===== config.mk =====
export PLATFORM = sky130hd
export DESIGN_NAME = offload_complex
export DESIGN_NICKNAME = d
export VERILOG_FILES = /design/src/source/offload_pkg.sv /design/src/source/spill_register.sv /design/src/source/offload_router.sv /design/src/source/int_offload_unit.sv /design/src/source/offload_complex.sv
export SDC_FILE = /design/constraint.sdc
export NUM_CORES = 2
export LEC_CHECK = 0
export ABC_AREA = 1
export BUFFER_PORTS_ARGS = -buffer_cell sky130_fd_sc_hd__clkbuf_2
export CAP_MARGIN = 20
export CORE_MARGIN = 2
export CORE_UTILIZATION = 40
export DETAILED_ROUTE_END_ITERATION = 8
export PLACE_DENSITY_LB_ADDON = 0.3
export SLEW_MARGIN = 20
export SYNTH_ARGS = -nofsm -noshare
export SYNTH_HDL_FRONTEND = slang
export SYNTH_SLANG_ARGS = --single-unit
export TNS_END_PERCENT = 100

===== constraint.sdc =====
create_clock -name clk_i -period 8.5 [get_ports clk_i]
set_clock_uncertainty 0.1 [all_clocks]
set_input_delay 0.85 -clock clk_i [delete_from_list [all_inputs] [get_ports clk_i]]
set_output_delay 0.85 -clock clk_i [all_outputs]
set_load 0.01 [all_outputs]

===== src/source/offload_pkg.sv =====
// ----------------------------------------------------------
// Offload complex shared widths, opcode and unit enums,
// bundle widths and path-cut selection
// ----------------------------------------------------------
`default_nettype none

package offload_pkg;

  // ----------------------------------------------------------
  // Datapath widths
  // ----------------------------------------------------------
  localparam int unsigned DATA_WIDTH = 32;
  localparam int unsigned ID_WIDTH   = 5;
  localparam int unsigned OP_WIDTH   = 3;

  // Integer operations, encoding 7 left undefined
  typedef enum logic [OP_WIDTH-1:0] {
    OP_ADD  = 3'd0,
    OP_SUB  = 3'd1,
    OP_MUL  = 3'd2,
    OP_AND  = 3'd3,
    OP_OR   = 3'd4,
    OP_XOR  = 3'd5,
    OP_SLTU = 3'd6
  } offload_op_e;

  // Target unit of a request
  typedef enum logic {
    UNIT_INT    = 1'b0,
    UNIT_SHARED = 1'b1
  } unit_sel_e;

  // ----------------------------------------------------------
  // Packed bundles
  // ----------------------------------------------------------
  // Request is {unit, id, op, arga, argb}
  localparam int unsigned REQ_WIDTH  = 1 + ID_WIDTH + OP_WIDTH + 2 * DATA_WIDTH;
  // Response is {id, data, error}
  localparam int unsigned RESP_WIDTH = ID_WIDTH + DATA_WIDTH + 1;

  // Store (1) or pass through (0) on each path
  localparam bit CUT_OFFLOAD_REQ  = 1'b1;
  localparam bit CUT_OFFLOAD_RESP = 1'b1;

endpackage

`default_nettype wire


===== src/source/spill_register.sv =====
// ----------------------------------------------------------
// Two-entry valid/ready register cutting valid, ready and data
// ----------------------------------------------------------
`timescale 1ns/1ps
`default_nettype none

module spill_register #(
  parameter int unsigned WIDTH  = 8,
  parameter bit          BYPASS = 1'b0
) (
  input  wire logic             clk_i,
  input  wire logic             rst_i,
  input  wire logic             valid_i,
  output logic                  ready_o,
  input  wire logic [WIDTH-1:0] data_i,
  output logic                  valid_o,
  input  wire logic             ready_i,
  output logic      [WIDTH-1:0] data_o
);

  if (BYPASS) begin : gen_bypass
    assign valid_o = valid_i;
    assign ready_o = ready_i;
    assign data_o  = data_i;
  end else begin : gen_store
    logic             a_full_q;
    logic [WIDTH-1:0] a_data_q;
    logic             b_full_q;
    logic [WIDTH-1:0] b_data_q;
    logic             a_fill;
    logic             a_drain;
    logic             b_fill;
    logic             b_drain;

    // Main slot takes input, empties whenever spill slot is free
    assign a_fill  = valid_i && ready_o;
    assign a_drain = a_full_q && !b_full_q;
    // Spill slot catches main slot when output stalls
    assign b_fill  = a_drain && !ready_i;
    assign b_drain = b_full_q && ready_i;

    always_ff @(posedge clk_i or posedge rst_i) begin
      if (rst_i) begin
        a_full_q <= 1'b0;
        b_full_q <= 1'b0;
      end else begin
        a_full_q <= a_fill || (a_full_q && !a_drain);
        b_full_q <= b_fill || (b_full_q && !b_drain);
      end
    end

    always_ff @(posedge clk_i) begin
      if (a_fill) begin
        a_data_q <= data_i;
      end
      if (b_fill) begin
        b_data_q <= a_data_q;
      end
    end

    // Spill slot holds the older item
    assign valid_o = a_full_q || b_full_q;
    assign ready_o = !a_full_q || !b_full_q;
    assign data_o  = b_full_q ? b_data_q : a_data_q;

    // Offered item must not change while output is stalled
    assert property (@(posedge clk_i) disable iff (rst_i)
      valid_o && !ready_i |=> valid_o && $stable(data_o));
  end

endmodule

`default_nettype wire


===== src/source/offload_router.sv =====
// ----------------------------------------------------------
// Request demultiplexer by unit and round-robin response
// arbiter with grant lock under back-pressure
// ----------------------------------------------------------
`timescale 1ns/1ps
`default_nettype none

module offload_router (
  input  wire logic                                clk_i,
  input  wire logic                                rst_i,
  // Incoming request handshake
  input  wire logic                                req_valid_i,
  output logic                                     req_ready_o,
  input  wire offload_pkg::unit_sel_e              req_unit_i,
  // Unit request handshakes
  output logic                                     int_req_valid_o,
  input  wire logic                                int_req_ready_i,
  output logic                                     shr_req_valid_o,
  input  wire logic                                shr_req_ready_i,
  // Unit responses
  input  wire logic                                int_resp_valid_i,
  output logic                                     int_resp_ready_o,
  input  wire logic [offload_pkg::RESP_WIDTH-1:0]  int_resp_i,
  input  wire logic                                shr_resp_valid_i,
  output logic                                     shr_resp_ready_o,
  input  wire logic [offload_pkg::RESP_WIDTH-1:0]  shr_resp_i,
  // Merged response
  output logic                                     resp_valid_o,
  input  wire logic                                resp_ready_i,
  output logic      [offload_pkg::RESP_WIDTH-1:0]  resp_o
);

  import offload_pkg::*;

  unit_sel_e prio_q;
  unit_sel_e lock_sel_q;
  logic      lock_q;
  unit_sel_e sel;
  logic      resp_xfer;

  // ----------------------------------------------------------
  // Request steering
  // ----------------------------------------------------------
  assign int_req_valid_o = req_valid_i && (req_unit_i == UNIT_INT);
  assign shr_req_valid_o = req_valid_i && (req_unit_i == UNIT_SHARED);
  assign req_ready_o     = (req_unit_i == UNIT_INT) ? int_req_ready_i : shr_req_ready_i;

  // ----------------------------------------------------------
  // Response arbitration
  // ----------------------------------------------------------
  always_comb begin
    if (lock_q) begin
      sel = lock_sel_q;
    end else if (int_resp_valid_i && shr_resp_valid_i) begin
      sel = prio_q;
    end else if (shr_resp_valid_i) begin
      sel = UNIT_SHARED;
    end else begin
      sel = UNIT_INT;
    end
  end

  assign resp_valid_o     = (sel == UNIT_SHARED) ? shr_resp_valid_i : int_resp_valid_i;
  assign resp_o           = (sel == UNIT_SHARED) ? shr_resp_i : int_resp_i;
  assign int_resp_ready_o = resp_ready_i && (sel == UNIT_INT);
  assign shr_resp_ready_o = resp_ready_i && (sel == UNIT_SHARED);
  assign resp_xfer        = resp_valid_o && resp_ready_i;

  // Priority moves past the winner, grant is frozen while stalled
  always_ff @(posedge clk_i or posedge rst_i) begin
    if (rst_i) begin
      prio_q     <= UNIT_INT;
      lock_q     <= 1'b0;
      lock_sel_q <= UNIT_INT;
    end else if (resp_xfer) begin
      prio_q <= (sel == UNIT_INT) ? UNIT_SHARED : UNIT_INT;
      lock_q <= 1'b0;
    end else if (resp_valid_o) begin
      lock_q     <= 1'b1;
      lock_sel_q <= sel;
    end
  end

  assert property (@(posedge clk_i) disable iff (rst_i)
    !(int_req_valid_o && shr_req_valid_o));

  // Relies on both units holding their offered responses
  assert property (@(posedge clk_i) disable iff (rst_i)
    resp_valid_o && !resp_ready_i |=> resp_valid_o && $stable(resp_o));

endmodule

`default_nettype wire


===== src/source/int_offload_unit.sv =====
// ----------------------------------------------------------
// Two-stage pipelined integer unit for offloaded operations
// ----------------------------------------------------------
`timescale 1ns/1ps
`default_nettype none

module int_offload_unit (
  input  wire logic                                clk_i,
  input  wire logic                                rst_i,
  input  wire logic                                req_valid_i,
  output logic                                     req_ready_o,
  input  wire logic [offload_pkg::ID_WIDTH-1:0]    req_id_i,
  input  wire offload_pkg::offload_op_e            req_op_i,
  input  wire logic [offload_pkg::DATA_WIDTH-1:0]  req_arga_i,
  input  wire logic [offload_pkg::DATA_WIDTH-1:0]  req_argb_i,
  output logic                                     resp_valid_o,
  input  wire logic                                resp_ready_i,
  output logic      [offload_pkg::RESP_WIDTH-1:0]  resp_o
);

  import offload_pkg::*;

  // Stage 1 operands
  logic                  s1_valid_q;
  logic [ID_WIDTH-1:0]   s1_id_q;
  offload_op_e           s1_op_q;
  logic [DATA_WIDTH-1:0] s1_arga_q;
  logic [DATA_WIDTH-1:0] s1_argb_q;
  // Stage 2 result
  logic                  s2_valid_q;
  logic [ID_WIDTH-1:0]   s2_id_q;
  logic [DATA_WIDTH-1:0] s2_data_q;
  logic                  s2_error_q;

  logic                  s1_free;
  logic                  s2_free;
  logic [DATA_WIDTH-1:0] result;
  logic                  error;

  // Stall chain from the output backwards
  assign s2_free     = !s2_valid_q || resp_ready_i;
  assign s1_free     = !s1_valid_q || s2_free;
  assign req_ready_o = s1_free;

  // ----------------------------------------------------------
  // Execute, includes the multiplier
  // ----------------------------------------------------------
  always_comb begin
    error = 1'b0;
    case (s1_op_q)
      OP_ADD:  result = s1_arga_q + s1_argb_q;
      OP_SUB:  result = s1_arga_q - s1_argb_q;
      OP_MUL:  result = s1_arga_q * s1_argb_q;
      OP_AND:  result = s1_arga_q & s1_argb_q;
      OP_OR:   result = s1_arga_q | s1_argb_q;
      OP_XOR:  result = s1_arga_q ^ s1_argb_q;
      OP_SLTU: result = {{(DATA_WIDTH-1){1'b0}}, (s1_arga_q < s1_argb_q)};
      default: begin
        result = '0;
        error  = 1'b1;
      end
    endcase
  end

  always_ff @(posedge clk_i or posedge rst_i) begin
    if (rst_i) begin
      s1_valid_q <= 1'b0;
      s2_valid_q <= 1'b0;
    end else begin
      if (s1_free) begin
        s1_valid_q <= req_valid_i;
      end
      if (s2_free) begin
        s2_valid_q <= s1_valid_q;
      end
    end
  end

  always_ff @(posedge clk_i) begin
    if (s1_free && req_valid_i) begin
      s1_id_q   <= req_id_i;
      s1_op_q   <= req_op_i;
      s1_arga_q <= req_arga_i;
      s1_argb_q <= req_argb_i;
    end
    if (s2_free && s1_valid_q) begin
      s2_id_q    <= s1_id_q;
      s2_data_q  <= result;
      s2_error_q <= error;
    end
  end

  assign resp_valid_o = s2_valid_q;
  assign resp_o       = {s2_id_q, s2_data_q, s2_error_q};

endmodule

`default_nettype wire


===== src/source/offload_complex.sv =====
// ----------------------------------------------------------
// Offload complex top with request and response cuts,
// unit router and local integer unit
// ----------------------------------------------------------
`timescale 1ns/1ps
`default_nettype none

module offload_complex (
  input  wire logic                                clk_i,
  input  wire logic                                rst_i,
  // Core-side request
  input  wire logic                                req_valid_i,
  output logic                                     req_ready_o,
  input  wire offload_pkg::unit_sel_e              req_unit_i,
  input  wire logic [offload_pkg::ID_WIDTH-1:0]    req_id_i,
  input  wire offload_pkg::offload_op_e            req_op_i,
  input  wire logic [offload_pkg::DATA_WIDTH-1:0]  req_arga_i,
  input  wire logic [offload_pkg::DATA_WIDTH-1:0]  req_argb_i,
  // Shared-unit request
  output logic                                     shr_req_valid_o,
  input  wire logic                                shr_req_ready_i,
  output logic      [offload_pkg::ID_WIDTH-1:0]    shr_req_id_o,
  output offload_pkg::offload_op_e                 shr_req_op_o,
  output logic      [offload_pkg::DATA_WIDTH-1:0]  shr_req_arga_o,
  output logic      [offload_pkg::DATA_WIDTH-1:0]  shr_req_argb_o,
  // Shared-unit response
  input  wire logic                                shr_resp_valid_i,
  output logic                                     shr_resp_ready_o,
  input  wire logic [offload_pkg::ID_WIDTH-1:0]    shr_resp_id_i,
  input  wire logic [offload_pkg::DATA_WIDTH-1:0]  shr_resp_data_i,
  input  wire logic                                shr_resp_error_i,
  // Core-side response
  output logic                                     resp_valid_o,
  input  wire logic                                resp_ready_i,
  output logic      [offload_pkg::ID_WIDTH-1:0]    resp_id_o,
  output logic      [offload_pkg::DATA_WIDTH-1:0]  resp_data_o,
  output logic                                     resp_error_o
);

  import offload_pkg::*;

  logic [REQ_WIDTH-1:0]  req_bundle_q;
  logic                  req_valid_q;
  logic                  req_ready_q;
  logic                  req_unit_q;
  logic [ID_WIDTH-1:0]   req_id_q;
  logic [OP_WIDTH-1:0]   req_op_q;
  logic [DATA_WIDTH-1:0] req_arga_q;
  logic [DATA_WIDTH-1:0] req_argb_q;

  logic                  int_req_valid;
  logic                  int_req_ready;
  logic                  int_resp_valid;
  logic                  int_resp_ready;
  logic [RESP_WIDTH-1:0] int_resp;
  logic [RESP_WIDTH-1:0] arb_resp;
  logic                  arb_resp_valid;
  logic                  arb_resp_ready;
  logic [RESP_WIDTH-1:0] resp_bundle_q;

  // ----------------------------------------------------------
  // Request path
  // ----------------------------------------------------------
  spill_register #(
    .WIDTH  (REQ_WIDTH),
    .BYPASS (!CUT_OFFLOAD_REQ)
  ) u_req_cut (
    .clk_i   (clk_i),
    .rst_i   (rst_i),
    .valid_i (req_valid_i),
    .ready_o (req_ready_o),
    .data_i  ({req_unit_i, req_id_i, req_op_i, req_arga_i, req_argb_i}),
    .valid_o (req_valid_q),
    .ready_i (req_ready_q),
    .data_o  (req_bundle_q)
  );

  assign {req_unit_q, req_id_q, req_op_q, req_arga_q, req_argb_q} = req_bundle_q;

  // Shared port sees the cut request unchanged
  assign shr_req_id_o   = req_id_q;
  assign shr_req_op_o   = offload_op_e'(req_op_q);
  assign shr_req_arga_o = req_arga_q;
  assign shr_req_argb_o = req_argb_q;

  offload_router u_router (
    .clk_i            (clk_i),
    .rst_i            (rst_i),
    .req_valid_i      (req_valid_q),
    .req_ready_o      (req_ready_q),
    .req_unit_i       (unit_sel_e'(req_unit_q)),
    .int_req_valid_o  (int_req_valid),
    .int_req_ready_i  (int_req_ready),
    .shr_req_valid_o  (shr_req_valid_o),
    .shr_req_ready_i  (shr_req_ready_i),
    .int_resp_valid_i (int_resp_valid),
    .int_resp_ready_o (int_resp_ready),
    .int_resp_i       (int_resp),
    .shr_resp_valid_i (shr_resp_valid_i),
    .shr_resp_ready_o (shr_resp_ready_o),
    .shr_resp_i       ({shr_resp_id_i, shr_resp_data_i, shr_resp_error_i}),
    .resp_valid_o     (arb_resp_valid),
    .resp_ready_i     (arb_resp_ready),
    .resp_o           (arb_resp)
  );

  int_offload_unit u_int_unit (
    .clk_i        (clk_i),
    .rst_i        (rst_i),
    .req_valid_i  (int_req_valid),
    .req_ready_o  (int_req_ready),
    .req_id_i     (req_id_q),
    .req_op_i     (offload_op_e'(req_op_q)),
    .req_arga_i   (req_arga_q),
    .req_argb_i   (req_argb_q),
    .resp_valid_o (int_resp_valid),
    .resp_ready_i (int_resp_ready),
    .resp_o       (int_resp)
  );

  // ----------------------------------------------------------
  // Response path
  // ----------------------------------------------------------
  spill_register #(
    .WIDTH  (RESP_WIDTH),
    .BYPASS (!CUT_OFFLOAD_RESP)
  ) u_resp_cut (
    .clk_i   (clk_i),
    .rst_i   (rst_i),
    .valid_i (arb_resp_valid),
    .ready_o (arb_resp_ready),
    .data_i  (arb_resp),
    .valid_o (resp_valid_o),
    .ready_i (resp_ready_i),
    .data_o  (resp_bundle_q)
  );

  assign {resp_id_o, resp_data_o, resp_error_o} = resp_bundle_q;

endmodule

`default_nettype wire


==> results.json <==
{
  "yosys_warnings": 0,
  "outcome": "completed",
  "core_um2": 85100,
  "antenna-diode-count": 0,
  "start_kind": "flop",
  "post-route-util": 0.449,
  "crit_path_frequent_cell": "fa_1",
  "fmax_mhz": 128,
  "synthFlopType": "edfxtp_1",
  "yosysSeqAreaShare": 0.297,
  "cpPeakStageDelay_ns": 0.93,
  "cp.required_ns": 8.68,
  "wl_per_cell_um": 19.9,
  "worstMarginPinSlew_ns": 1.11,
  "synthesis.area_um2": 34400,
  "core.rowCount": 107,
  "relSlewSlack": 0.261,
  "cts-resized-gates": 0,
  "dp_hpwl_mm": 87.4,
  "drc": 0,
  "hold_viol": 0,
  "ant_nets": 0,
  "slowest_stage": "edfxtp_1",
  "async_reset_ff_frac": 0.0264,
  "rsz0062_at_grt": "false",
  "cts_tree": "built",
  "via_per_inst": 5.04,
  "cts_hold_buffers": 0,
  "numCtsBuffers": 38,
  "fin_crit_ns": 7.81,
  "rr_startpoint": "u_int_unit.s1_arga_q[10]",
  "synth.distinct_cells": 58,
  "cpLargestDelayFamily": "adder cells",
  "clk_path_buf_depth": 3,
  "hold_class": "input pin to asynchronous set/reset pin",
  "worst-path-buf-inv": 5,
  "drt_wl_total_mm": 109,
  "via_count": 27700,
  "die_x_um": 297,
  "grt_pass1_wl_mm": 167,
  "start_util": 0.404,
  "cts_sinks": 341,
  "synth_fp_nets": 4877,
  "post_cts_buffers": 0,
  "grt_pass1_vias": 28000,
  "setup_viol": 0,
  "cp_max_fo": 13,
  "final_cell_mix": "1303 x nand2_1, 938 x inv_1, 410 x fa_1",
  "routabilityCongestion": 1.01,
  "die_area_um2": 88300,
  "root_buffer": "clkbuf_16",
  "die_y_um": 297,
  "htreeDepth": 2,
  "boundaryPins": 231,
  "area_growth_pct": 11.3,
  "grt_util_all_layers": 0.248,
  "grt_max_degree": 77,
  "gr-total-overflow": 0,
  "drive_gt1_frac": 0.0974,
  "maxSlewViolCount": 0,
  "layout_commonest_cell": "nand2_1",
  "end_kind": "flop",
  "layout.nets": 5060,
  "synth_edf_count": 332,
  "drtPass1Iterations": 6,
  "tns_ns": 0,
  "crit_path_start": "u_int_unit.s1_arga_q[10]",
  "drtIter0Drc": 2416,
  "crit_type": "flop to flop",
  "avgSynthCellArea_um2": 8.32,
  "clk_pin_slew_worst_paths_ns": 0.07,
  "post-route-period-util": 0.919,
  "insertion_delay_ns": 0.58,
  "critPathArrivalTime_ns": 7.99,
  "syn_inst": 4131,
  "synth-seq-cells": 341,
  "cap_violations": 0,
  "io_buffers": 230,
  "antenna_found_initial": 1,
  "path_cells": "buf_4, nand2_1, fa_1, inv_1, fa_1, fa_1, inv_1, fa_1, inv_1, fa_1, fa_1, fa_1, fa_1, ha_1, nand2_1, inv_1, nand2_1, nor3_1, nand4_1, nand3_1, a21o_1, a21oi_1, o21ai_0, nand4_1"
}
## cell type report
type                            count  area [um^2]
Clock inverter                     19          267
Clock buffer                       50         1010
Multi-Input combinational cell   2675        20000
Timing Repair Buffer              310         1830
Fill cell                        8580        46900
Sequential cell                   341        10200
Tap cell                         1144         1430
Inverter                          948         3560
## per-stage QoR
| step | instance area, um^2 | cells | setup slack [ns] | hold slack, ns |
|---|---|---|---|---|
| 6_report | 38200 | 5487 | 0.692 | 0.155 |
| 4_1_cts | 38200 | 5483 | 0.681 | 0.133 |
| 3_5_place_dp | 36900 | 5414 | 0.670 | 0.307 |
| 5_1_grt | 38200 | 5487 | 0.315 | 0.175 |
| 3_3_place_gp | 36900 | 5413 | 0.653 | 0.301 |
| 2_1_floorplan | 34400 | 4131 | 1.64 | 0.300 |
## flip-flops by register name, indices dropped and copies added, names as in the netlist, 3 cells and up
register / flops
u_int_unit.s2_data_q: 32
u_resp_cut.gen_store.b_data_q: 38
u_req_cut.gen_store.b_data_q: 73
u_int_unit.s1_id_q: 5
u_int_unit.s1_arga_q: 32
u_int_unit.s1_op_q: 3
u_int_unit.s1_argb_q: 32
u_int_unit.s2_id_q: 5
u_resp_cut.gen_store.a_data_q: 38
u_req_cut.gen_store.a_data_q: 73
## worst reg2reg max path: cells and delay by family (launching register included)
| family | cells | cell delay (ns) |
|---|---|---|
| adder cells (fa/ha/maj) | 9 | 4.23 |
| flip-flops | 1 | 0.93 |
| AO/OA/AOI/OAI | 3 | 0.50 |
| buffers and inverters | 5 | 0.58 |
| AND/OR/NAND/NOR | 7 | 1.19 |
## cell families after synthesis
group | after synthesis | share of synthesized area
muxes | 1 | 0.000328
DFF | 341 | 0.297
AOI/OAI and AO/OA | 386 | 0.0650
adders and majority gates | 629 | 0.319
buffers and inverters | 1115 | 0.124
and+or+nand+nor | 1643 | 0.191
xor gates and xnor gates | 16 | 0.00408
## per-layer routing
| metal | wire [um] | GRT usage |
|---|---|---|
| met1 | 44000 | 0.321 |
| met2 | 52600 | 0.419 |
| met3 | 7570 | 0.0332 |
| met4 | 5110 | 0.103 |
| met5 | 13 | 0 |
## worst paths after layout
| path | to | slack (ns) | depth (start not counted) |
|---|---|---|---|
| max reg2reg | u_int_unit.s2_data_q[24] | 0.69 | 24 |
| min in group clk_i | u_int_unit.s2_id_q[4] | 0.32 | 0 |
| min reg2reg | u_int_unit.s2_id_q[4] | 0.32 | 0 |
| max | u_int_unit.s2_data_q[24] | 0.69 | 24 |
| max in group asynchronous | u_req_cut.gen_store.b_full_q | 7.82 | 2 |
| min | u_int_unit.s1_valid_q | 0.15 | 2 |
## cells in the mapped netlist, drive strengths merged, types with 2 or more instances
library cell / n / area, um^2
a211oi: 3 / 22.5
a21boi: 4 / 33.8
a21o: 15 / 113
a21oi: 167 / 862
a221oi: 4 / 41.3
a31oi: 4 / 25.0
buf: 48 / 253
clkbuf: 119 / 449
dfrtp: 9 / 225
edfxtp: 332 / 9970
fa: 410 / 8210
ha: 219 / 2740
inv: 948 / 3560
nand2: 1310 / 4930
nand3: 131 / 671
nand3b: 9 / 71.3
nand4: 40 / 250
nor2: 114 / 435
nor3: 28 / 140
nor4: 2 / 18.8
o2111ai: 7 / 67.6
o211ai: 3 / 22.5
o21a: 2 / 15.0
o21ai: 125 / 652
o21bai: 15 / 116
o221a: 3 / 33.8
o221ai: 3 / 26.3
o22ai: 27 / 169
or2: 7 / 43.8
xnor2: 7 / 61.3
xor2: 9 / 78.8
Power is not shown: default switching activity piles up to over one toggle a cycle in this logic, so the estimate is an artifact.
